===== config.mk =====
export PLATFORM = sky130hd
export DESIGN_NAME = axil_skid_reg
export DESIGN_NICKNAME = d
export VERILOG_FILES = /design/src/axil_skid_reg.sv
export SDC_FILE = /design/constraint.sdc
export NUM_CORES = 1
export LEC_CHECK = 0
export BUFFER_PORTS_ARGS = -buffer_cell sky130_fd_sc_hd__buf_4
export CAP_MARGIN = 20
export CORE_MARGIN = 3
export CORE_UTILIZATION = 25
export CTS_CLUSTER_DIAMETER = 40
export CTS_CLUSTER_SIZE = 20
export DETAILED_ROUTE_END_ITERATION = 12
export MAX_ROUTING_LAYER = met4
export PLACE_DENSITY_LB_ADDON = 0.25
export RECOVER_POWER = 100
export SYNTH_ARGS = -nofsm -noshare
export SYNTH_HDL_FRONTEND = slang
export SYNTH_SLANG_ARGS = --single-unit
export TNS_END_PERCENT = 100

===== constraint.sdc =====
create_clock -name clk -period 1.82 [get_ports clk]
set_clock_uncertainty 0.15 [all_clocks]
set_input_delay 0.091 -clock clk [delete_from_list [all_inputs] [get_ports clk]]
set_output_delay 0.091 -clock clk [all_outputs]
set_load 0.03 [all_outputs]

===== src/axil_skid_reg.sv =====
`timescale 1ns/1ns
`default_nettype none

module axil_skid_reg #(
  parameter int width = 8
) (
  input  logic             clk,
  input  logic             reset,
  input  logic             push_valid,
  input  logic [width-1:0] push_data,
  output logic             push_ready,
  output logic             pop_valid,
  output logic [width-1:0] pop_data,
  input  logic             pop_ready
);

  // second entry catches a push while the output is stalled
  logic             skid_valid;
  logic [width-1:0] skid_data;
  logic             push_xfer;
  logic             main_free;

  // room as long as the skid entry is empty
  assign push_ready = ~skid_valid;
  assign push_xfer  = push_valid & push_ready;

  // output entry empties or moves on this cycle
  assign main_free = ~pop_valid | pop_ready;

  // --------------------------------------------------------------------------
  // valid bits
  // --------------------------------------------------------------------------
  always_ff @(posedge clk) begin
    if (reset) begin
      pop_valid  <= 1'b0;
      skid_valid <= 1'b0;
    end else if (main_free) begin
      // skid entry is older, it goes out first
      pop_valid  <= skid_valid | push_xfer;
      skid_valid <= 1'b0;
    end else if (push_xfer) begin
      skid_valid <= 1'b1;
    end
  end

  // --------------------------------------------------------------------------
  // payload
  // --------------------------------------------------------------------------
  always_ff @(posedge clk) begin
    if (main_free) begin
      if (skid_valid) begin
        pop_data <= skid_data;
      end else if (push_xfer) begin
        pop_data <= push_data;
      end
    end else if (push_xfer) begin
      skid_data <= push_data;
    end
  end

endmodule

`default_nettype wire


==> impl_summary.txt <==
----------------------------------------------------
[Logic synthesis]
  Total nets after synthesis ... 46
  Count of flip-flops with a built-in enable after synthesis ... 16
  Ys Warns ... 0
  Cell area after technology mapping ... 683 um^2
  Register area share after synthesis ... ~76%
  Most used flip-flop cell after synthesis ... edfxtp_1
  Most repeated cell in the gate-level netlist after synthesis ... edfxtp_1
  Count of state elements after synthesis ... 18
  Cell type with the highest aggregate area in the netlist ... edfxtp_1
  Most common library cells after synthesis ... 16 x edfxtp_1, 6 x mux2_4, 2 x dfxtp_1, 2 x mux2_2
  Async S/R FF share, synth ... 0%
  Library cells used by synthesis ... 12
  Count of mapped cells out of synthesis ... 34
  Dominant cells by area after synthesis ... edfxtp_1 70%, mux2_4 13%, dfxtp_1 5.9%, mux2_2 3.3%, buf_6 1.6%
  Post-synthesis area per instance ... about 20 um^2
  Top-area cell type share of the netlist area ... around 70%

[Clocking]
  Total setup buffers inserted after CTS ... 0
  Later-pin clock latency in the skew report ... 0.28 ns
  Clock Path Buffers ... 2
  H-tree lvl count ... 1
  Clock root buffer ... clkbuf_4
  TritonCTS Sinks ... 18
  TritonCTS clock tree ... done
  Total clock buffers created by CTS ... 3
  Clock transition at the register clock pins on the worst setup and hold paths after CTS ... 0.09 ns

[Timing]
  Relative max-transition margin ... ~75%
  Final setup violation count ... 0
  Post-route setup TNS ... 0 ns
  Worst hold-check slack ... -0.00468 ns
  Hold violation count in the final report ... 1
  Maximum clock frequency ... roughly 0.62 GHz
  Crit share post-route ... 89.3%
  Worst Tran Pin Value ... 0.373 ns
  Setup repair after global routing missed its margin ... no
  Min cycle time layout ... around 1.6 ns
  Final slew viol count ... 0

[Global routing]
  GRT overflow ... 0
  GR peak layer ... met2
  Fraction of met2 tracks used by global routing ... between 10% and 20%
  Pin count of the biggest net entering global routing ... 11
  Gr usage total ... under 10%
  M3 GR Usage ... 2.45%
  Number of antenna violations at the first check in global routing ... 0
  Global-route wire length before repair ... between 1500 and 2000 um
  Number of global-route vias before repair ... a little under 400
  Routing usage on met1 ... about 7.5%

[Run status]
  Outcome ... finished, violations left
  Failing checks ... hold timing

[Worst hold path]
  Capture endpoint of the worst hold path ... skid_valid
  Cell depth of the worst hold path ... 3
  Startpoint of the tightest hold check path ... pop_ready
  Path category of the worst min-delay check ... in -> reg

[Die]
  Chip Width ... 58.3 um
  Area inside the core boundary ... ~2500 um^2
  Top Ports ... 22
  Die area ... approximately 3400 um^2
  Height of the die ... ~60 um
  Std cell rows ... 18
  Initial core utilization ... around 27%

[Power]
  Internal portion of total power ... roughly 600 uW
  Net load switching power ... ~170 uW
  Power density over cell area ... 814 nW/um^2
  Fraction of power spent switching nets ... 22.4%
  Relative contribution of combinational cells to total power ... between 10% and 20%
  Standby leakage power ... approximately 0.33 nW
  Portion of total power attributed to the clock network ... about 26%
  Peak ir drop on the vdd network ... between 0.0004 and 0.0005 V
  Sequential group share of total power ... ~62%

[Worst setup path]
  Number of buffer and inverter stages on the critical path ... 2
  Startpoint of the worst-slack reg-to-reg timing path ... skid_valid
  End of the worst register-to-register path ... pop_valid
  Slowest stage cell on the critical path ... dlygate4sd3_1
  Startpoint class of the critical path ... flip-flop
  Required time worst endpoint ... roughly 1.9 ns
  CP top delay family ... buffers and inverters
  Crit-path max FO ... 7
  Largest stage delay on the critical path ... 0.55 ns
  CP Capture Type ... flip-flop
  Cells along the critical path ... buf_4 > nor2_1 > a21oi_1 > dlygate4sd3_1
  Reg2Reg Setup Slack ... between 0.15 and 0.2 ns
  Worst setup path class ... reg -> reg
  Reg2reg path depth ... 4
  Critical path arrival ... 1.71 ns

[Final layout]
  Final non-filler cell total ... 102
  Share of layout cells above drive strength 1 ... a little over a fifth
  Ant. Diodes ... 0
  Total number of nets in the final design ... 85
  Syn-to-layout area delta ... 39.2%

[Flow run]
  Max-cap violation count ... 0

[Detailed routing]
  Antenna Nets Post-Route ... 0
  Routed WL ... around 1200 um
  Number of design rule violations left after detail routing ... 0
  Total number of vias ... between 400 and 500
  Number of vias per cell ... around 4.0
  Iteration-0 DRC Markers ... 7
  First-pass iteration count of the detailed router ... 4
  Detail-routed net length per standard cell ... about 12 um

[Placed design]
  Quantity of I/O buffers inserted on ports ... 21
  Dpl cells ... 87
  Placer's final routability congestion estimate ... 0.652
  Final HPWL DP ... approximately 860 um

----------------------------------------------------
cells in the final DEF, fill, tap and decap left out, drive strengths merged:
cell type and count:
inv 1, a21oi 1, nor3b 1, dfxtp 2
nor3 1, nor2 1, dlygate4sd3 11, mux2 8
buf 4, nand2b 1, o21a 1, clkbuf 24
edfxtp 16
power groups by stage:
stage | registers, mW | logic [mW] | clock network (mW)
2_1_floorplan | 0.514 | 0.0288 | 0
3_3_place_gp | 0.487 | 0.104 | 0
3_5_place_dp | 0.487 | 0.105 | 0
4_1_cts | 0.478 | 0.124 | 0.207
5_1_grt | 0.478 | 0.107 | 0.229
6_report | 0.477 | 0.100 | 0.197
through the flow:
| step | total power, mW | util [%] | worst slack, ns | cell area, um^2 | hold slack [ns] |
|---|---|---|---|---|---|
| after floorplan | 0.542 | - | 0.204 | 688 | 0.0101 |
| after global placement | 0.591 | 35.2 | 0.396 | 895 | 0.112 |
| after detailed placement | 0.592 | 35.2 | 0.385 | 895 | 0.115 |
| final | 0.774 | 37.4 | 0.194 | 951 | -0.00468 |
| after CTS | 0.809 | 40.5 | 0.120 | 1030 | 0.00318 |
| after global routing | 0.815 | 37.4 | 0.107 | 951 | -0.0140 |
flip-flops by register name, indices dropped and copies added (netlist names):
signal      count
skid_data       8
pop_data        8
skid_valid      1
pop_valid       1
tightest hold or removal path, delay by kind of cell:
kind | cells | cell delay, ns
AND/OR/NAND/NOR | 2 | 0.22
buffers and inverters | 1 | 0.07
kinds of logic (layout without fill, tap and decap cells):
kind of cell | Yosys count | in the layout | synth area share (%)
buffers and inverters | 2 | 40 | 2.20
AOI/OAI and AO/OA | 2 | 2 | 1.83
muxes | 8 | 8 | 16.5
DFF | 18 | 18 | 76.2
and+or+nand+nor | 4 | 4 | 3.30
routing by layer:
layer / wire, um / vias to the layer above
met4: 19 / 0
met2: 570 / 14
met3: 64 / 4
met1: 522 / 187
met5: 0 / -
li1: - / 207
layout make-up:
type / instances / area, um^2
Timing Repair Buffer: 35 / 238
Clock buffer: 4 / 26.3
Sequential cell: 18 / 520
Inverter: 1 / 3.75
Fill cell: 259 / 1590
Tap cell: 30 / 37.5
Multi-Input combinational cell: 14 / 125
repair_timing:
action,in CTS,in global routing
gates resized for setup,0,0
hold buffers,11,0
endpoints found under the hold margin,18,0
worst max path at each step:
stage	start	end	slack (ns)	depth (start not counted)
finish	skid_valid	pop_valid	0.19	4
CTS	skid_valid	pop_valid	0.12	4
detailed placement	skid_valid	pop_data[2]	0.38	2
floorplan	pop_valid	skid_data[0]	0.20	2
global placement	skid_valid	pop_data[6]	0.40	2
global route	skid_valid	pop_valid	0.11	4
No activity file was read; power rests on OpenSTA's default activity.
