--- src/include/axil_msi_defs.svh ---
`ifndef AXIL_MSI_DEFS_SVH
`define AXIL_MSI_DEFS_SVH

// --------------------------------------------------------------------------
// axi4-lite port widths
// --------------------------------------------------------------------------
`define AXIL_MSI_ADDR_W 40
// data width fixed at 64, event id goes in one 32-bit half
`define AXIL_MSI_DATA_W 64
`define AXIL_MSI_STRB_W 8
`define AXIL_MSI_RESP_W 2

// --------------------------------------------------------------------------
// interrupt and message fields
// --------------------------------------------------------------------------
`define AXIL_MSI_NUM_IRQ 4
`define AXIL_MSI_NUM_DEST 2
// index into the destination base table
`define AXIL_MSI_DEST_IDX_W 1
`define AXIL_MSI_DEV_ID_W 16
`define AXIL_MSI_EVT_ID_W 16
// minimum spacing counter
`define AXIL_MSI_THR_W 8

`endif

--- src/axil_msi_pkg.sv ---
`default_nettype none

`include "axil_msi_defs.svh"

package axil_msi_pkg;

  // bus fields
  typedef logic [`AXIL_MSI_ADDR_W-1:0] addr_t;
  typedef logic [`AXIL_MSI_DATA_W-1:0] data_t;
  typedef logic [`AXIL_MSI_STRB_W-1:0] strb_t;
  typedef logic [`AXIL_MSI_RESP_W-1:0] resp_t;

  // one bit per interrupt line
  typedef logic [`AXIL_MSI_NUM_IRQ-1:0] irq_vec_t;

  // per interrupt message config
  typedef logic [`AXIL_MSI_DEST_IDX_W-1:0] dest_idx_t;
  typedef logic [`AXIL_MSI_DEV_ID_W-1:0] dev_id_t;
  typedef logic [`AXIL_MSI_EVT_ID_W-1:0] evt_id_t;
  typedef logic [`AXIL_MSI_THR_W-1:0] thr_cnt_t;

  // axi write response codes
  localparam resp_t resp_okay = 2'b00;
  localparam resp_t resp_slverr = 2'b10;

endpackage

`default_nettype wire

--- src/msi_irq_capture.sv ---
`timescale 1ns/1ns
`default_nettype none

module msi_irq_capture (
  input  logic                  clk,
  input  logic                  reset,
  input  axil_msi_pkg::irq_vec_t irq,
  input  axil_msi_pkg::irq_vec_t enable,
  input  axil_msi_pkg::irq_vec_t taken,
  output axil_msi_pkg::irq_vec_t pending
);

  import axil_msi_pkg::*;

  // irq_q samples the lines, irq_d is the previous sample
  irq_vec_t irq_q;
  irq_vec_t irq_d;
  irq_vec_t rise;

  // --------------------------------------------------------------------------
  // edge detect
  // --------------------------------------------------------------------------
  always_ff @(posedge clk) begin
    if (reset) begin
      irq_q <= '0;
      irq_d <= '0;
    end else begin
      irq_q <= irq;
      irq_d <= irq_q;
    end
  end

  // a line held high only rises once
  assign rise = irq_q & ~irq_d;

  // --------------------------------------------------------------------------
  // pending bits
  // --------------------------------------------------------------------------
  // set on an edge, clear when the arbiter takes it
  // a low enable masks the set and drops any pending bit
  always_ff @(posedge clk) begin
    if (reset) begin
      pending <= '0;
    end else begin
      pending <= enable & (pending | rise) & ~taken;
    end
  end

endmodule

`default_nettype wire

--- config.mk ---
export PLATFORM = sky130hd
export DESIGN_NAME = msi_irq_capture
export DESIGN_NICKNAME = d
export VERILOG_FILES = /design/src/axil_msi_pkg.sv /design/src/msi_irq_capture.sv
export VERILOG_INCLUDE_DIRS = /design/src /design/src/include
export SDC_FILE = /design/constraint.sdc
export NUM_CORES = 1
export LEC_CHECK = 0
export ABC_AREA = 1
export ABC_CLOCK_PERIOD_IN_PS = 800
export BUFFER_PORTS_ARGS = -buffer_cell sky130_fd_sc_hd__buf_2
export CAP_MARGIN = 25
export CORE_AREA = 2 2 39 41
export DETAILED_ROUTE_END_ITERATION = 12
export DIE_AREA = 0 0 41 43
export GPL_TIMING_DRIVEN = 0
export PLACE_DENSITY = 0.64
export SYNTH_ARGS = -nofsm -noshare
export SYNTH_HDL_FRONTEND = slang
export SYNTH_SLANG_ARGS = --single-unit
--- constraint.sdc ---
create_clock -name clk -period 0.8 [get_ports clk]
set_input_delay 0.04 -clock clk [delete_from_list [all_inputs] [get_ports clk]]
set_output_delay 0.04 -clock clk [all_outputs]
set_load 0.02 [all_outputs]
==> reports/qor.yml, run 1 <==
synth_most_common_cell: "nor2_1"
vias: 366
clock_power_share: 0.379
grt_setup_unrepaired: "no"
final_cells: 96
finalCriticalPeriod_ps: 754
status: "finished, final reports clean"
synthArstFlopShare: 0
die_area_sq_um: 1760
power_density_nw_per_um2: 1830
yosysTopAreaCell: "dfxtp_1"
synthTopCellsByCount: "nor2_1, dfxtp_1, inv_1, a21oi_1, nand2_1"
crit_type: "reg2out"
cp-end-kind: "output pin"
maxCapViolations: 0
ant_nets: 0
synth_top_flop_cell: "dfxtp_1"
n_antenna_cell: 0
startpoint: "pending[0]"
die_h_microns: 43
p_int_uw: 979
finalSetupViolCount: 0
skew_ps: 0.694
fmax_mhz: 1330
drt_wl_total_microns: 646
rows: 14
worst_setup_hold_path_clk_slew_ps: 70
p_sw_uw: 244
ys_ff_latch: 12
power_frac_comb: 0.106
slew_violations: 0
endpoint: "pending[0]"
dr.pass1.iters: 4
hpwl_microns: 432
clockBufferDepth: 2
io_pins: 18
crit_arrival_ps: 710
seqPwrFrac: 0.514
synth_top_area_share: 0.606
required_ps: 760
r2r-end: "pending[1]"
synth_edf_count: 0
die_w_microns: 41
tns_ps: 0
core_area_sq_um: 1380
vias_per_cell: 3.81
syn_to_final_growth_pct: 68.5
leakage_uw: 0.000321
gp_congestion: 0.663
worst_slew_pin_slew_ps: 136
synth_cell_type_count: 7
clk_latency_ps: 260
netlist_area_sq_um: 397
drive_gt1_frac: 0.350
fillers: 128
syn_inst: 49
cts_max_level: 1
rr_startpoint: "irq_d[1]"
path_buf_inv: 1
cts_setup_buffers: 0
start_util: 0.287
rr_worst_depth: 3
grt_max_degree: 11
path_cells: "buf_6"
ys_warn_count: 0
grt_pass1_vias: 308
switching_share: 0.199
cts.sinks: 12
utilization: 0.483
drtIter0Drc: 3
cp-start-kind: "flip-flop"
dp_cells: 82
rrSetupSlack_ps: 160
ctsRootBufferMaster: "clkbuf_4"
ir_drop_v: 0.000926
io_buffers: 17
cts_tree: "yes"
post_drt_wl_per_cell_microns: 6.73
critPathTopFamily: "flip-flops"
drc: 0
seq_area_frac_synth: 0.606
syn_nets: 63
worst-path-max-fanout: 2
track_usage: 0.0912
crit_path_max_incr_delay_ps: 330
fin_crit_sh: 0.942
grt_pass1_wl_microns: 1040
synth.area.top_cells: "dfxtp_1, nor2_1, inv_1"
hold_class: "in2reg"
overflow: 0
cts_made_buffers: 3
hold_violations: 0
nets: 95
postSynthAreaPerCell_sq_um: 8.09
slew_headroom: 0.910
crit_slowest_cell: "dfxtp_2"
critical_path_depth: 1
antenna_found_initial: 0
==> layer usage <==
layer / wire length [microns] / GRT usage
met2: 332 / 0.144
met3: 40 / 0.0314
met4: 0 / 0.0800
met1: 273 / 0.0861
met5: 0 / 0
==> timing repair <==
item                                    CTS  global route
endpoints found under the setup margin    3             4
resized for setup                         3             9
hold buffers                             10             0
pin swaps                                 0             0
endpoints found under the hold margin     8             0
==> power by group through the flow <==
stage / Combinational [uW] / Sequential (uW) / Clock (uW)
2_1_floorplan: 43.9 / 645 / 0
3_3_place_gp: 88.4 / 642 / 0
3_5_place_dp: 90.2 / 642 / 0
4_1_cts: 128 / 628 / 482
5_1_grt: 147 / 631 / 523
6_report: 130 / 629 / 464
==> area by class of cell <==
cell class	count	area [sq um]	share of cell area
buffer	1	11.3	0.0169
clock buffer	4	36.3	0.0543
inverter	12	45.0	0.0674
multi-input combinational	24	100	0.150
sequential	12	245	0.367
tap	16	20.0	0.0300
timing repair buffer	27	210	0.315
==> kinds of logic after synthesis <==
| kind of cell | Yosys count | synth area share |
|---|---|---|
| flip-flops | 12 | 0.606 |
| AND/OR/NAND/NOR | 20 | 0.202 |
| buffers and inverters | 13 | 0.142 |
| AO/OA/AOI/OAI | 4 | 0.0505 |
==> flip-flops by register name (all words and copies together), names as in the netlist <==
register / flops
irq_d: 4
irq_q: 4
pending: 4
==> worst min-delay path by stage <==
| stage | from | endpoint | slack [ps] | cells past startpoint |
|---|---|---|---|---|
| floorplan | irq[0] | irq_q[0] | 150 | 2 |
| global placement | irq[3] | irq_q[3] | 240 | 3 |
| CTS | taken[1] | pending[1] | 7 | 4 |
| global route | taken[2] | pending[2] | 3 | 4 |
| detailed placement | irq[3] | irq_q[3] | 250 | 3 |
| finish | taken[2] | pending[2] | 0.9 | 4 |
==> placed cells by master, fill, tap and decap left out <==
cell,instances
nor2_2,2
clkbuf_4,3
dfxtp_1,8
nand2_1,4
clkbuf_8,1
buf_2,13
dfxtp_2,4
inv_1,12
a21oi_1,4
dlygate4sd3_1,10
buf_6,5
nor2_1,14
==> metrics by stage <==
| step | setup slack, ps | total power, uW | hold WS, ps | cell area [sq um] |
|---|---|---|---|---|
| after detailed placement | 202 | 732 | 246 | 502 |
| after CTS | 0.177 | 1240 | 6.78 | 646 |
| after floorplan | 169 | 689 | 147 | 397 |
| final | 46.2 | 1220 | 0.900 | 668 |
| after global routing | 2.04 | 1300 | 2.84 | 668 |
| after global placement | 201 | 730 | 239 | 502 |
Note: power is estimated with default switching activity, not from simulation.
==> inputs of run 2 (changes only) <==
--- a/config.mk
+++ b/config.mk
@@ -6,7 +6,6 @@
 export SDC_FILE = /design/constraint.sdc
 export NUM_CORES = 1
 export LEC_CHECK = 0
-export ABC_AREA = 1
 export ABC_CLOCK_PERIOD_IN_PS = 800
 export BUFFER_PORTS_ARGS = -buffer_cell sky130_fd_sc_hd__buf_2
 export CAP_MARGIN = 25
==> run 2 against run 1 <==
Against the previous run: combinational power is 8% lower; synthesized cell count down 33%; largest power group unchanged; critical endpoint is now pending[2]; final area shrank 2.2%; wire length rose by 1.7%; fmax decreased by 2.6%; total power shrank 0.15%; synthesized area is 1.3% higher.
==> reports/qor.yml, run 2 <==
rows: 14
cp-start-kind: "flip-flop"
setup_slack_ps: 26.4
critPathTopFamily: "flip-flops"
nets: 77
dr.pass1.iters: 3
placed_area_sq_um: 507
cts_setup_buffers: 0
grt_setup_unrepaired: "yes"
die_h_microns: 43
io_buffers: 17
gp_congestion: 0.588
slew_violations: 0
syn_nets: 47
finalSetupViolCount: 0
ys_ff_latch: 12
vias_per_cell: 4.08
finalCriticalPeriod_ps: 774
cts_max_level: 1
ctsRootBufferMaster: "clkbuf_4"
crit_slowest_cell: "dfxtp_2"
crit_path_max_incr_delay_ps: 350
syn_to_final_growth_pct: 62.6
io_pins: 18
maxCapViolations: 0
track_usage: 0.0838
worst_slew_pin_slew_ps: 95.1
mostFrequentLayoutCells: "buf_2, and2b_2, dlygate4sd3_1, dfxtp_1, buf_6"
use_met1: 0.0817
postSynthAreaPerCell_sq_um: 12.2
status: "finished, final reports clean"
clockBufferDepth: 2
post-place-ws_ps: 64.9
total_power_uw: 1220
hold_depth: 3
n_antenna_cell: 0
fmax_mhz: 1290
rr_worst_depth: 2
synth_top_area_share: 0.598
synth_cell_type_count: 6
die_area_sq_um: 1760
leakage_uw: 0.000355
hold_class: "in2reg"
worst-path-max-fanout: 2
drt_wl_total_microns: 657
use_met2: 0.125
cp-end-kind: "output pin"
grt_pass1_wl_microns: 910
fin_crit_sh: 0.967
design_area_sq_um: 653
crit_arrival_ps: 730
top_regs: "irq_d: 4 flops, irq_q: 4 flops, pending: 4 flops"
synthArstFlopShare: 0
drtIter0Drc: 3
hold_violations: 0
core_area_sq_um: 1380
cts_made_buffers: 3
grt.busiest_layer: "met2"
antenna_found_initial: 0
ys_warn_count: 0
slew_headroom: 0.936
synthTopCellsByCount: "dfxtp_1, and2b_2, nor2_1, nor2b_1, o211a_1"
cts_tree: "yes"
netlist_area_sq_um: 402
overflow: 0
synth_most_common_cell: "dfxtp_1"
vias: 318
die_w_microns: 41
final_cells: 78
syn_inst: 33
synth_edf_count: 0
mostFrequentLayoutCell: "buf_2"
drc: 0
ir_drop_v: 0.000691
post_drt_wl_per_cell_microns: 8.42
required_ps: 760
path_buf_inv: 1
synth.area.top_cells: "dfxtp_1, and2b_2, o211a_1"
worst_setup_hold_path_clk_slew_ps: 80
grt_pass1_vias: 262
ant_nets: 0
power_density_nw_per_um2: 1870
grt_max_degree: 11
dp_cells: 66
critical_path_depth: 1
synth_top_flop_cell: "dfxtp_1"
skew_ps: 8.06
start_util: 0.290
crit_type: "reg2out"
gr-usage-met3: 0.0314
cts.sinks: 12
clk_latency_ps: 270
drive_gt1_frac: 0.548
yosysTopAreaCell: "dfxtp_1"
path_cells: "buf_6"
seq_area_frac_synth: 0.598
[run 2: cell count changes in the layout (fill, tap and decap cells not counted)]
cell | previous run | this run
nor2b_1 | 0 | 4
inv_1 | 12 | 0
and2b_2 | 0 | 8
nor2_1 | 14 | 4
o211a_1 | 0 | 4
a21oi_1 | 4 | 0
dlygate4sd3_1 | 10 | 8
nor2_2 | 2 | 0
nand2_1 | 4 | 0
[run 2: metrics by stage]
stage	hold WS, ps	setup TNS, ps	util
CTS	12.2	0	0.458
detailed placement	266	0	0.366
floorplan	173	0	-
global placement	261	0	0.366
finish	12.9	0	0.472
global route	22.4	-1.48	0.472
[run 2: cell type report]
class	count	area (sq um)
buffer	1	11.3
sequential	12	245
multi-input combinational	20	150
fill	133	731
timing repair buffer	25	190
clock buffer	4	36.3
tap	16	20.0
[run 2: metal layers]
layer | share of wire | wire length (microns)
met1 | 0.44 | 286
met2 | 0.48 | 316
met3 | 0.082 | 54
met4 | 0 | 0
met5 | 0 | 0
[run 2: report_power, final]
part	switching [uW]	leakage, uW	total (uW)	internal [uW]
combinational	34.7	0.000234	119	84.6
clock	197	0.0000210	474	277
sequential	7.84	0.000101	628	620
total	240	0.000355	1220	981
[run 2: final timing paths]
path                   start    endpoint  slack [ps]
setup / recovery  pending[2]  pending[2]          30
setup reg to reg    irq_q[2]  pending[2]          70
hold reg to reg     irq_q[1]    irq_d[1]         470
hold / removal      taken[3]  pending[3]          10
[run 2: repair_timing]
| action | CTS | global route |
|---|---|---|
| gates resized for setup | 5 | 7 |
| hold buffers | 8 | 0 |
| endpoints found under the setup margin | 4 | 4 |
| endpoints found under the hold margin | 8 | 0 |
[run 2: logic make-up (layout without fill, tap and decap cells)]
kind of cell | Yosys count | after routing | synth area share
AND/OR/NAND/NOR | 16 | 16 | 0.274
AO/OA/AOI/OAI | 4 | 4 | 0.0997
flip-flops | 12 | 12 | 0.598
buffers and inverters | 1 | 30 | 0.0280
