$ cat config.mk
export PLATFORM = sky130hd
export DESIGN_NAME = msi_throttle
export DESIGN_NICKNAME = d
export VERILOG_FILES = /design/src/axil_msi_pkg.sv /design/src/msi_throttle.sv
export VERILOG_INCLUDE_DIRS = /design/src /design/src/include
export SDC_FILE = /design/constraint.sdc
export NUM_CORES = 1
export LEC_CHECK = 0
export ABC_AREA = 0
export BUFFER_PORTS_ARGS = -buffer_cell sky130_fd_sc_hd__buf_2
export CAP_MARGIN = 20
export CORE_MARGIN = 4
export CORE_UTILIZATION = 30
export DETAILED_ROUTE_END_ITERATION = 16
export SETUP_SLACK_MARGIN = 0.1
export SLEW_MARGIN = 20
export SYNTH_ARGS = -nofsm -noshare
export SYNTH_HDL_FRONTEND = slang
export SYNTH_SLANG_ARGS = --single-unit
$ cat constraint.sdc
create_clock -name clk -period 3.9 [get_ports clk]
set_clock_uncertainty 0.1 [all_clocks]
set_input_delay 0.195 -clock clk [delete_from_list [all_inputs] [get_ports clk]]
set_output_delay 0.195 -clock clk [all_outputs]
set_load 0.03 [all_outputs]
$ cat src/include/axil_msi_defs.svh
`ifndef AXIL_MSI_DEFS_SVH
`define AXIL_MSI_DEFS_SVH

// --------------------------------------------------------------------------
// axi4-lite port widths
// --------------------------------------------------------------------------
`define AXIL_MSI_ADDR_W 40
// data width fixed at 64, event id goes in one 32-bit half
`define AXIL_MSI_DATA_W 64
`define AXIL_MSI_STRB_W 8
`define AXIL_MSI_RESP_W 2

// --------------------------------------------------------------------------
// interrupt and message fields
// --------------------------------------------------------------------------
`define AXIL_MSI_NUM_IRQ 4
`define AXIL_MSI_NUM_DEST 2
// index into the destination base table
`define AXIL_MSI_DEST_IDX_W 1
`define AXIL_MSI_DEV_ID_W 16
`define AXIL_MSI_EVT_ID_W 16
// minimum spacing counter
`define AXIL_MSI_THR_W 8

`endif

$ cat src/axil_msi_pkg.sv
`default_nettype none

`include "axil_msi_defs.svh"

package axil_msi_pkg;

  // bus fields
  typedef logic [`AXIL_MSI_ADDR_W-1:0] addr_t;
  typedef logic [`AXIL_MSI_DATA_W-1:0] data_t;
  typedef logic [`AXIL_MSI_STRB_W-1:0] strb_t;
  typedef logic [`AXIL_MSI_RESP_W-1:0] resp_t;

  // one bit per interrupt line
  typedef logic [`AXIL_MSI_NUM_IRQ-1:0] irq_vec_t;

  // per interrupt message config
  typedef logic [`AXIL_MSI_DEST_IDX_W-1:0] dest_idx_t;
  typedef logic [`AXIL_MSI_DEV_ID_W-1:0] dev_id_t;
  typedef logic [`AXIL_MSI_EVT_ID_W-1:0] evt_id_t;
  typedef logic [`AXIL_MSI_THR_W-1:0] thr_cnt_t;

  // axi write response codes
  localparam resp_t resp_okay = 2'b00;
  localparam resp_t resp_slverr = 2'b10;

endpackage

`default_nettype wire

$ cat src/msi_throttle.sv
`timescale 1ns/1ns
`default_nettype none

module msi_throttle (
  input  logic                   clk,
  input  logic                   reset,
  input  logic                   throttle_en,
  input  axil_msi_pkg::thr_cnt_t throttle_threshold,
  input  logic                   sel_valid,
  input  logic                   sel_ready,
  output logic                   clear_to_send
);

  import axil_msi_pkg::*;

  // cycles still to wait for the message on offer
  thr_cnt_t cnt;
  logic     reload;

  // reload while idle and on every accepted message
  assign reload = ~sel_valid | sel_ready;

  // --------------------------------------------------------------------------
  // saturating down counter
  // --------------------------------------------------------------------------
  always_ff @(posedge clk) begin
    if (reset) begin
      cnt <= '0;
    end else if (reload) begin
      cnt <= throttle_threshold;
    end else if (cnt != '0) begin
      // counts down while a message waits
      cnt <= cnt - 1'b1;
    end
  end

  // throttle off lets everything through
  assign clear_to_send = ~throttle_en | (cnt == '0);

endmodule

`default_nettype wire

==> metrics.txt, run 1 <==
fillers=160; post_cts resized=0; number of DRC markers in iteration 0=13; TritonCTS sink count=8; register area share after synthesis=between 30% and 40%; #FFs+latches synth=8; clock buffer depth=2; Vias=roughly 430; first-pass GRT wire length=around 1.6 mm; Reg area=160 um^2; cell leakage power=0.226 nW; Post-CTS Setup Inserts=0; Slew Viols, Final=0; drt drc=0; NumNets Final=between 80 and 90; share of cells above drive strength 1=between 30% and 40%; diode count=0; Hold EP=cnt[0]; worst r2r dst=cnt[4]; Setup CP Type=reg2out; Post-synth top flop=dfxtp_1; Vias/cell=5.07; Worst EP required=roughly 3.6 ns; Initial Util=about a third; Hold Fails Final Rpt=0; Detailed Routing Iterations Pass 1=4; Largest regs=cnt x8; CP Launch Type=flip-flop; Mapped Cells=54; CP Capture Type=output pin; worst-skew pair later-pin latency=between 0.2 and 0.3 ns; MaxCap Viol Count=0; vias in the first global route=roughly 370; slew of the pin with the lowest slew margin=0.904 ns; number of synthesized flops with an enable pin=0; max reg flops=8; Hold Startpoint=reset; critical-path cell with the highest stage delay=or3b_2; grt total ovfl=0; area of the multi-input gates=around 280 um^2; status=complete, no violations; RD Place Congestion=0.691; Post-DP HPWL=746 um; worst IR drop on VDD=around 0.18 mV; Top delay family on crit path=simple AND/OR/NAND/NOR gates; GRT Total Usage=around a tenth; Avg Inst Size Synth=approximately 8.4 um^2; CP arrival=between 1.5 and 2 ns; die height=between 40 and 50 um; average routed wire per standard cell=11.4 um; setup slack, reg-to-reg=2.05 ns; Top reg by flops=cnt; Worst Path Max Fanout=4; Worst Hold Depth=2; final period demand of the worst path=between 2 and 2.5 ns; post-synthesis async set-or-reset flop share=0%; placed instance count=a little over 80; Worst setup startpoint=cnt[0]; I/O Buffers=13; post-synth cell types=24; worst path cell trace=inv_1 -> ha_1 -> or3b_2 -> or2_4 -> nand2_1 -> buf_2; cts bufs inserted=3; RSZ-0062 raised after global routing=no; Critical R2R Launch=cnt[0]; Die ar.=0.00220 mm^2; Hold WC Path Type=in2reg; Buffers & Inverters on Critical Path=2; hold-fix buffers at CTS=0; clock root buffer=clkbuf_4; Die Wd=46.9 um; H-tree Lvls=1; number of top-level pins=14; Mapped Area=approximately 450 um^2; initial antenna violation count=0; power density cells=378 mW/mm^2; P&R area growth vs syn=22.6%; Setup Viol. Count Final=0; Fmax achieved=around 480 MHz; Clk pin slew, worst setup/hold paths=approximately 0.060 ns; Core Region=0.00137 mm^2; Synth Warn #=0; Tcrit/Tclk final=53.9%; post-route ant nets=0; FP Rows=13; max incr delay on CP=~0.48 ns; worst reg-to-reg path cell count=6; setup TNS=0 ns; largest net degree at the start of global routing=14; Non-Filler Instances=84; CTS tree=built; Post-Syn Nets=68; Slew headroom=approximately two fifths; drt total wl=957 um
[stage by stage]
| stage | area [um^2] | hold slack, ns | utilization (%) | setup WS [ns] | power (W) |
|---|---|---|---|---|---|
| floorplan | 454 | 0.164 | - | 2.15 | 0.000135 |
| global placement | 534 | 0.316 | 39.1 | 2.08 | 0.000148 |
| detailed placement | 534 | 0.317 | 39.1 | 2.06 | 0.000149 |
| CTS | 557 | 0.0477 | 40.8 | 1.78 | 0.000213 |
| global route | 557 | 0.0472 | 40.8 | 1.70 | 0.000223 |
| finish | 557 | 0.0529 | 40.8 | 1.80 | 0.000211 |
[layout make-up]
class | instances | share of cell area [%]
Clock buffer | 3 | 4.04
Tap cell | 15 | 3.37
Timing Repair Buffer | 13 | 11.7
Sequential cell | 8 | 28.8
Multi-Input combinational cell | 43 | 50.8
Inverter | 2 | 1.35
[cells in the mapped netlist (2+ instances only)]
master	instances	area share, %
dfxtp_1	8	35
a21oi_1	3	3.3
inv_1	2	1.7
nor3_1	2	2.2
nand2b_1	3	4.1
xnor2_1	4	7.7
or3_1	2	2.8
nor2_1	9	7.4
a211oi_1	3	5.0
o21ai_0	2	2.2
nand2_1	3	2.5
[worst reg2reg max path, delay by kind of cell, from the launching register on]
| kind | cells | cell delay, ns |
|---|---|---|
| simple gates | 2 | 0.75 |
| flops | 1 | 0.33 |
| compound gates | 2 | 0.27 |
| fa+ha+maj | 1 | 0.16 |
| buf+inv | 1 | 0.06 |
[routing by layer]
layer | vias to the layer above | wire, um | GRT usage [%]
li1 | 224 | - | -
met1 | 191 | 446 | 12.1
met2 | 9 | 433 | 15.7
met3 | 2 | 58 | 2.68
met4 | 0 | 18 | 6.63
met5 | - | 0 | 0
[cell families (layout without fill, tap and decap cells)]
logic type	Yosys count	in the layout	share of synthesized area (%)
xor+xnor	4	4	7.71
fa+ha+maj	1	1	2.75
flops	8	8	35.3
compound gates	13	13	22.6
buf+inv	3	18	2.48
simple gates	25	25	29.2
[report_power, final]
| group | switching, W | internal [W] |
|---|---|---|
| registers | 0.00000623 | 0.0000889 |
| logic | 0.0000260 | 0.0000258 |
| clock network | 0.0000284 | 0.0000352 |
[how the worst max path moves through the flow]
stage                     to  slack (ns)  depth (start not counted)
2_1_floorplan  clear_to_send        2.15                          5
3_3_place_gp   clear_to_send        2.08                          6
3_5_place_dp   clear_to_send        2.06                          6
4_1_cts        clear_to_send        1.78                          6
5_1_grt        clear_to_send        1.70                          6
6_report       clear_to_send        1.80                          6
[cells in the final DEF (no fill, tap or decap), drive strengths merged, types with 2 or more instances in the layout]
master  netlist  layout
nor3          2       2
a211oi        4       4
buf           0      13
a21oi         3       3
nand2b        3       3
xnor2         4       4
dfxtp         8       8
or3           2       2
nor2          9       9
inv           2       2
o21ai         2       2
nand2         3       3
clkbuf        1       3
Power figures use the tool's default switching activity.
==> inputs of run 2 (changes only) <==
==> constraint.sdc (replaced) <==
create_clock -name clk -period 2 [get_ports clk]
set_clock_uncertainty 0.1 [all_clocks]
set_input_delay 0.1 -clock clk [delete_from_list [all_inputs] [get_ports clk]]
set_output_delay 0.1 -clock clk [all_outputs]
set_load 0.03 [all_outputs]
==> run 2 against run 1 <==
Wire length increased by 11%. Die area unchanged. Sequential share of layout area decreased by 2.4 points. Sequential cell count unchanged. Cell area increased by 12%. Critical path depth unchanged. Clock power increased by 87%. Worst hold slack got worse by 0.033 ns. Utilization increased by 4.8 points.
==> metrics.txt, run 2 (synthesized netlist as in run 1, its figures left out) <==
worst-skew pair later-pin latency=0.25 ns (about the same); GRT Total Usage=11.2% (was 10.1%); Critical R2R Launch=cnt[1] (was cnt[0]); setup slack, reg-to-reg=0.29 ns (was 2.05 ns); Largest regs=cnt x8 (unchanged); Die ar.=0.00220 mm^2 (unchanged); max reg flops=8 (unchanged); met2 Use GR=17.6% (was 15.7%); Hold WC Path Type=in2reg (unchanged); final period demand of the worst path=around 1.8 ns; clock buffer depth=2 (unchanged); CP arrival=1.64 ns (was 1.81 ns); cts bufs inserted=3 (unchanged); CTS tree=built (unchanged); MaxCap Viol Count=0 (unchanged); Initial Util=33.2% (unchanged); grt peak-use layer=met2 (unchanged); GR met1 Demand/Resource=13.5% (was 12.1%); final design utilization=45.5% (was 40.8%); NumNets Final=89 (was 85); Pwr Total=0.000425 W (was 0.000211 W); first-pass GRT wire length=1.68 mm (was 1.59 mm); share of cells above drive strength 1=39.7% (was 30.4%); CP Capture Type=output pin (unchanged); status=complete, no violations (unchanged); Clk pin slew, worst setup/hold paths=0.05 ns (was 0.06 ns); Top reg by flops=cnt (unchanged); Slew Viols, Final=0 (unchanged); Core Region=0.00137 mm^2 (unchanged); CP Launch Type=flip-flop (unchanged); RSZ-0062 raised after global routing=no (unchanged); Hold Fails Final Rpt=0 (unchanged); Worst EP required=1.80 ns (was 3.61 ns); Area after DPL=542 um^2 (was 534 um^2); grt total ovfl=0 (unchanged); H-tree Lvls=1 (unchanged); Vias=436 (was 426); worst IR drop on VDD=0.247 mV (was 0.184 mV); Die Wd=46.9 um (unchanged); fin area=622 um^2 (was 557 um^2); number of DRC markers in iteration 0=2 (was 13); P&R area growth vs syn=36.9% (was 22.6%); Slew headroom=79.6% (was 39.6%); diode count=0 (unchanged); average routed wire per standard cell=12.1 um (was 11.4 um); initial antenna violation count=0 (unchanged); setup TNS=0 ns (unchanged); power density cells=684 mW/mm^2 (was 378 mW/mm^2); drt drc=0 (unchanged); most common cell after layout, fill and taps aside=buf_2 (unchanged); met3 Resource Use GR=3.45% (was 2.68%); I/O Buffers=13 (unchanged); clock root buffer=clkbuf_4 (unchanged); die height=46.9 um (unchanged); Setup CP Type=reg2out (unchanged); Fmax achieved=roughly 540 MHz; Vias/cell=4.95 (was 5.07); number of top-level pins=14 (unchanged); post-route ant nets=0 (unchanged); worst reg-to-reg path cell count=6 (unchanged); cell leakage power=0.248 nW (was 0.226 nW); Setup Viol. Count Final=0 (unchanged); drt total wl=1.06 mm (was 957 um); RD Place Congestion=0.745 (was 0.691); largest net degree at the start of global routing=14 (unchanged); TritonCTS sink count=8 (unchanged); FP Rows=13 (unchanged); worst r2r dst=cnt[6] (was cnt[4]); Post-CTS Setup Inserts=0 (unchanged); slew of the pin with the lowest slew margin=0.303 ns (was 0.904 ns); Post-DP HPWL=753 um (was 746 um); Worst Path Max Fanout=4 (unchanged); Detailed Routing Iterations Pass 1=3 (was 4); Tcrit/Tclk final=roughly nine tenths; Worst setup startpoint=cnt[1] (was cnt[0]); vias in the first global route=394 (was 368); most frequent cells in the layout=buf_2 (12), nor2_1 (9), dfxtp_1 (5), xnor2_1 (4) (was buf_2 (13), nor2_1 (9), dfxtp_1 (8), xnor2_1 (4)); crit path to=clear_to_send (unchanged)
[run 2: cell count changes in the layout (fill, tap and decap cells not counted)]
cell | previous run | this run
buf_4 | 0 | 1
or3b_2 | 1 | 0
or3b_4 | 0 | 1
nand2_2 | 0 | 1
dfxtp_1 | 8 | 5
ha_1 | 1 | 0
dlygate4sd3_1 | 0 | 3
inv_2 | 0 | 2
buf_2 | 13 | 12
buf_6 | 0 | 1
nand2_1 | 3 | 2
ha_4 | 0 | 1
inv_1 | 2 | 0
dfxtp_2 | 0 | 3
[run 2: stage by stage]
step           hold slack [ns]  std cells  setup slack [ns]
4_1_cts                 0.0264         88             0.108
6_report                0.0200         88             0.161
2_1_floorplan           0.0691         54             0.307
3_3_place_gp             0.216         82             0.241
5_1_grt                 0.0184         88             0.127
3_5_place_dp             0.219         82             0.222
[run 2: how the worst min path moves through the flow]
stage,from,end,cells past startpoint
after floorplan,reset,cnt[0],1
after detailed placement,reset,cnt[0],2
final,throttle_threshold[3],cnt[3],3
after CTS,throttle_threshold[3],cnt[3],3
after global routing,throttle_threshold[3],cnt[3],3
after global placement,reset,cnt[1],2
[run 2: routing by layer]
metal,part of all wire (%),vias up,wire length [um]
met5,0,-,0
li1,-,230,-
met3,3.8,2,40
met1,48,195,512
met4,1.7,0,18
met2,46,9,490
[run 2: critical path, stage by stage (launching register included)]
cell     delay (ns)
dfxtp_2        0.33
inv_2          0.07
ha_4           0.13
or3b_4         0.39
or2_4          0.29
nand2_2        0.06
buf_6          0.12
[run 2: final cells by class]
| type | count | area [um^2] |
|---|---|---|
| fill | 146 | 744 |
| multi-input combinational | 43 | 300 |
| sequential | 8 | 164 |
| timing repair buffer | 17 | 109 |
| clock buffer | 3 | 22.5 |
| tap | 15 | 18.8 |
| inverter | 2 | 7.51 |
[run 2: what timing repair did]
item                                    CTS  global route
hold buffers                              3             0
cloned                                    0             0
pin swaps                                 0             3
hold endpoints to repair                  3             0
endpoints found under the setup margin    1             1
resized for setup                         2             9
[run 2: where the power goes]
| group | internal [W] | leakage (nW) | switching (W) |
|---|---|---|---|
| registers | 0.000174 | 0.0675 | 0.0000130 |
| clock network | 0.0000684 | 0.0138 | 0.0000510 |
| logic | 0.0000626 | 0.166 | 0.0000559 |
| total | 0.000305 | 0.248 | 0.000120 |
==> inputs of run 3 (changes only) <==
--- a/config.mk
+++ b/config.mk
@@ -9,7 +9,6 @@
 export ABC_AREA = 0
 export BUFFER_PORTS_ARGS = -buffer_cell sky130_fd_sc_hd__buf_2
 export CAP_MARGIN = 20
-export CORE_MARGIN = 4
 export CORE_UTILIZATION = 30
 export DETAILED_ROUTE_END_ITERATION = 16
 export SETUP_SLACK_MARGIN = 0.1
==> constraint.sdc (replaced) <==
create_clock -name clk -period 2.3 [get_ports clk]
set_clock_uncertainty 0.1 [all_clocks]
set_input_delay 0.115 -clock clk [delete_from_list [all_inputs] [get_ports clk]]
set_output_delay 0.115 -clock clk [all_outputs]
set_load 0.03 [all_outputs]
==> run 3 against run 2 <==
Sequential share of layout area grew 1.1 points. Final cell count decreased by 1.1%. Highest routed layer unchanged. Wire length is 13% lower. Non-clock buffer count shrank 1. Total power decreased by 17%. Combinational power down 22%. Register-to-register slack improved by 0.22 ns. Sequential power fell by 14%. Worst setup slack better by 0.13 ns.
==> metrics.txt, run 3 (synthesized netlist as in run 1, its figures left out) <==
Hold WC Path Type=in2reg (unchanged); Sw Share=27.5% (was 28.2%); status=complete, no violations (unchanged); worst-skew pair later-pin latency=0.24 ns (was 0.25 ns); first-pass GRT wire length=1.58 mm (was 1.68 mm); Slew Viols, Final=0 (unchanged); largest net degree at the start of global routing=14 (unchanged); NumNets Final=88 (was 89); Worst Path Max Fanout=4 (unchanged); Post-DP HPWL=711 um (was 753 um); RSZ-0062 raised after global routing=no (unchanged); vias in the first global route=402 (was 394); Hold EP=cnt[1] (was cnt[3]); Buffers & Inverters on Critical Path=2 (unchanged); setup slack, reg-to-reg=0.51 ns (was 0.29 ns); combinational power share=26.0% (was 27.9%); final period demand of the worst path=approximately 2 ns; GRT Total Usage=14.8% (was 11.2%); Setup Viol. Count Final=0 (unchanged); P&R area growth vs syn=28.6% (was 36.9%); clock buffer depth=2 (unchanged); die height=40.9 um (was 46.9 um); critical-path cell with the highest stage delay=or3b_2 (was or3b_4); Worst Hold Depth=3 (unchanged); TritonCTS sink count=8 (unchanged); final design utilization=43.3% (was 45.5%); Post-CTS Setup Inserts=0 (unchanged); H-tree Lvls=1 (unchanged); number of top-level pins=14 (unchanged); DP Worst Slack=0.520 ns (was 0.222 ns); Core Region=0.00135 mm^2 (was 0.00137 mm^2); power density cells=607 mW/mm^2 (was 684 mW/mm^2); Sw Pwr=0.0000976 W (was 0.000120 W); worst reg-to-reg path cell count=6 (unchanged); most frequent cells in the layout=buf_2 (13), nor2_1 (9), dfxtp_1 (8), xnor2_1 (4) (was buf_2 (12), nor2_1 (9), dfxtp_1 (5), xnor2_1 (4)); post-route ant nets=0 (unchanged); Largest regs=cnt x8 (unchanged); Hold Startpoint=throttle_threshold[1] (was throttle_threshold[3]); Die ar.=0.00167 mm^2 (was 0.00220 mm^2); design internal power=0.000257 W (was 0.000305 W); setup TNS=0 ns (unchanged); Setup CP Type=reg2out (unchanged); Top delay family on crit path=simple AND/OR/NAND/NOR gates (unchanged); worst path cell trace=inv_1 -> ha_1 -> or3b_2 -> or2_4 -> nand2_1 -> buf_2 (was inv_2 -> ha_4 -> or3b_4 -> or2_4 -> nand2_2 -> buf_6); initial antenna violation count=0 (unchanged); Critical R2R Launch=cnt[0] (was cnt[1]); Slew headroom=79.3% (was 79.6%); average routed wire per standard cell=10.6 um (was 12.1 um); MaxCap Viol Count=0 (unchanged); clock root buffer=clkbuf_4 (unchanged); Hold Fails Final Rpt=0 (unchanged); I/O Buffers=13 (unchanged); Clk pin slew, worst setup/hold paths=0.05 ns (about the same); most common cell after layout, fill and taps aside=buf_2 (unchanged); Top reg by flops=cnt (unchanged); Initial Util=33.6% (was 33.2%); Area after DPL=542 um^2 (unchanged); cell leakage power=0.239 nW (was 0.248 nW); worst IR drop on VDD=0.281 mV (was 0.247 mV); Clk pwr share=28.6% (was 28.1%); worst r2r dst=cnt[2] (was cnt[6]); drt drc=0 (unchanged); grt total ovfl=0 (unchanged); CP Capture Type=output pin (unchanged); CTS tree=built (unchanged); CP Launch Type=flip-flop (unchanged); Tcrit/Tclk final=~87%; cts bufs inserted=3 (unchanged); number of DRC markers in iteration 0=11 (was 2); max incr delay on CP=0.49 ns (was 0.39 ns); post_cts resized=0 (was 2); Vias=431 (was 436); CP arrival=1.79 ns (was 1.64 ns); slew of the pin with the lowest slew margin=0.307 ns (was 0.303 ns); Detailed Routing Iterations Pass 1=3 (unchanged); RD Place Congestion=0.711 (was 0.745); Die Wd=40.9 um (was 46.9 um); drt total wl=925 um (was 1.06 mm); max reg flops=8 (unchanged); fin area=584 um^2 (was 622 um^2); FP Rows=13 (unchanged); Worst EP required=2.09 ns (was 1.80 ns); share of power burned in registers=45.4% (was 44.1%); min setup slack post-route=0.292 ns (was 0.161 ns); diode count=0 (unchanged); share of cells above drive strength 1=30.6% (was 39.7%); Vias/cell=4.95 (about the same); Fmax achieved=roughly 500 MHz
==> run 3: changes by cell type in the layout (fill, tap and decap cells not counted), sizes merged <==
| cell | before | now |
|---|---|---|
| dlygate4sd3 | 3 | 2 |
==> run 3: cell type report <==
| class | count | area, um^2 |
|---|---|---|
| Inverter | 2 | 7.51 |
| Timing Repair Buffer | 16 | 92.6 |
| Multi-Input combinational cell | 43 | 283 |
| Tap cell | 15 | 18.8 |
| Clock buffer | 3 | 22.5 |
| Fill cell | 135 | 766 |
| Sequential cell | 8 | 160 |
==> run 3: power by group through the flow <==
stage / logic (W) / registers, W / clock network [W]
floorplan: 0.0000667 / 0.000162 / 0
global placement: 0.0000892 / 0.000164 / 0
finish: 0.0000921 / 0.000161 / 0.000101
CTS: 0.0000932 / 0.000161 / 0.000107
detailed placement: 0.0000897 / 0.000164 / 0
global route: 0.000104 / 0.000163 / 0.000115
==> run 3: worst register-to-register path, stage by stage (launching register included) <==
cell and delay (ns):
dfxtp_1 0.32, inv_1 0.06, ha_1 0.16, or3b_2 0.49
or2_4 0.27, o21bai_4 0.21, a311oi_1 0.06
==> run 3: worst max path at each step <==
| stage | endpoint | startpoint | cells after the start |
|---|---|---|---|
| final | clear_to_send | cnt[0] | 6 |
| after CTS | clear_to_send | cnt[0] | 6 |
| after floorplan | cnt[2] | cnt[0] | 6 |
| after global routing | clear_to_send | cnt[1] | 6 |
| after detailed placement | cnt[2] | cnt[0] | 6 |
| after global placement | cnt[6] | cnt[1] | 6 |
==> run 3: layer usage <==
metal	share of wire, %	up-vias	global-route usage, %
met2	44	8	21.5
met3	2.7	2	4.89
met4	2.1	0	10.0
met1	51	190	18.2
li1	-	231	-
met5	0	-	0
==> run 3: timing repair <==
item	4_1_cts	5_1_grt
hold buffers	2	0
endpoints found under the hold margin	3	0
endpoints found under the setup margin	0	0
==> run 3: per-stage QoR <==
stage | cells | power (W) | hold slack (ns)
2_1_floorplan | 54 | 0.000228 | 0.0841
3_3_place_gp | 82 | 0.000253 | 0.227
3_5_place_dp | 82 | 0.000254 | 0.235
4_1_cts | 87 | 0.000362 | 0.0106
5_1_grt | 87 | 0.000382 | 0.0249
6_report | 87 | 0.000355 | 0.0157
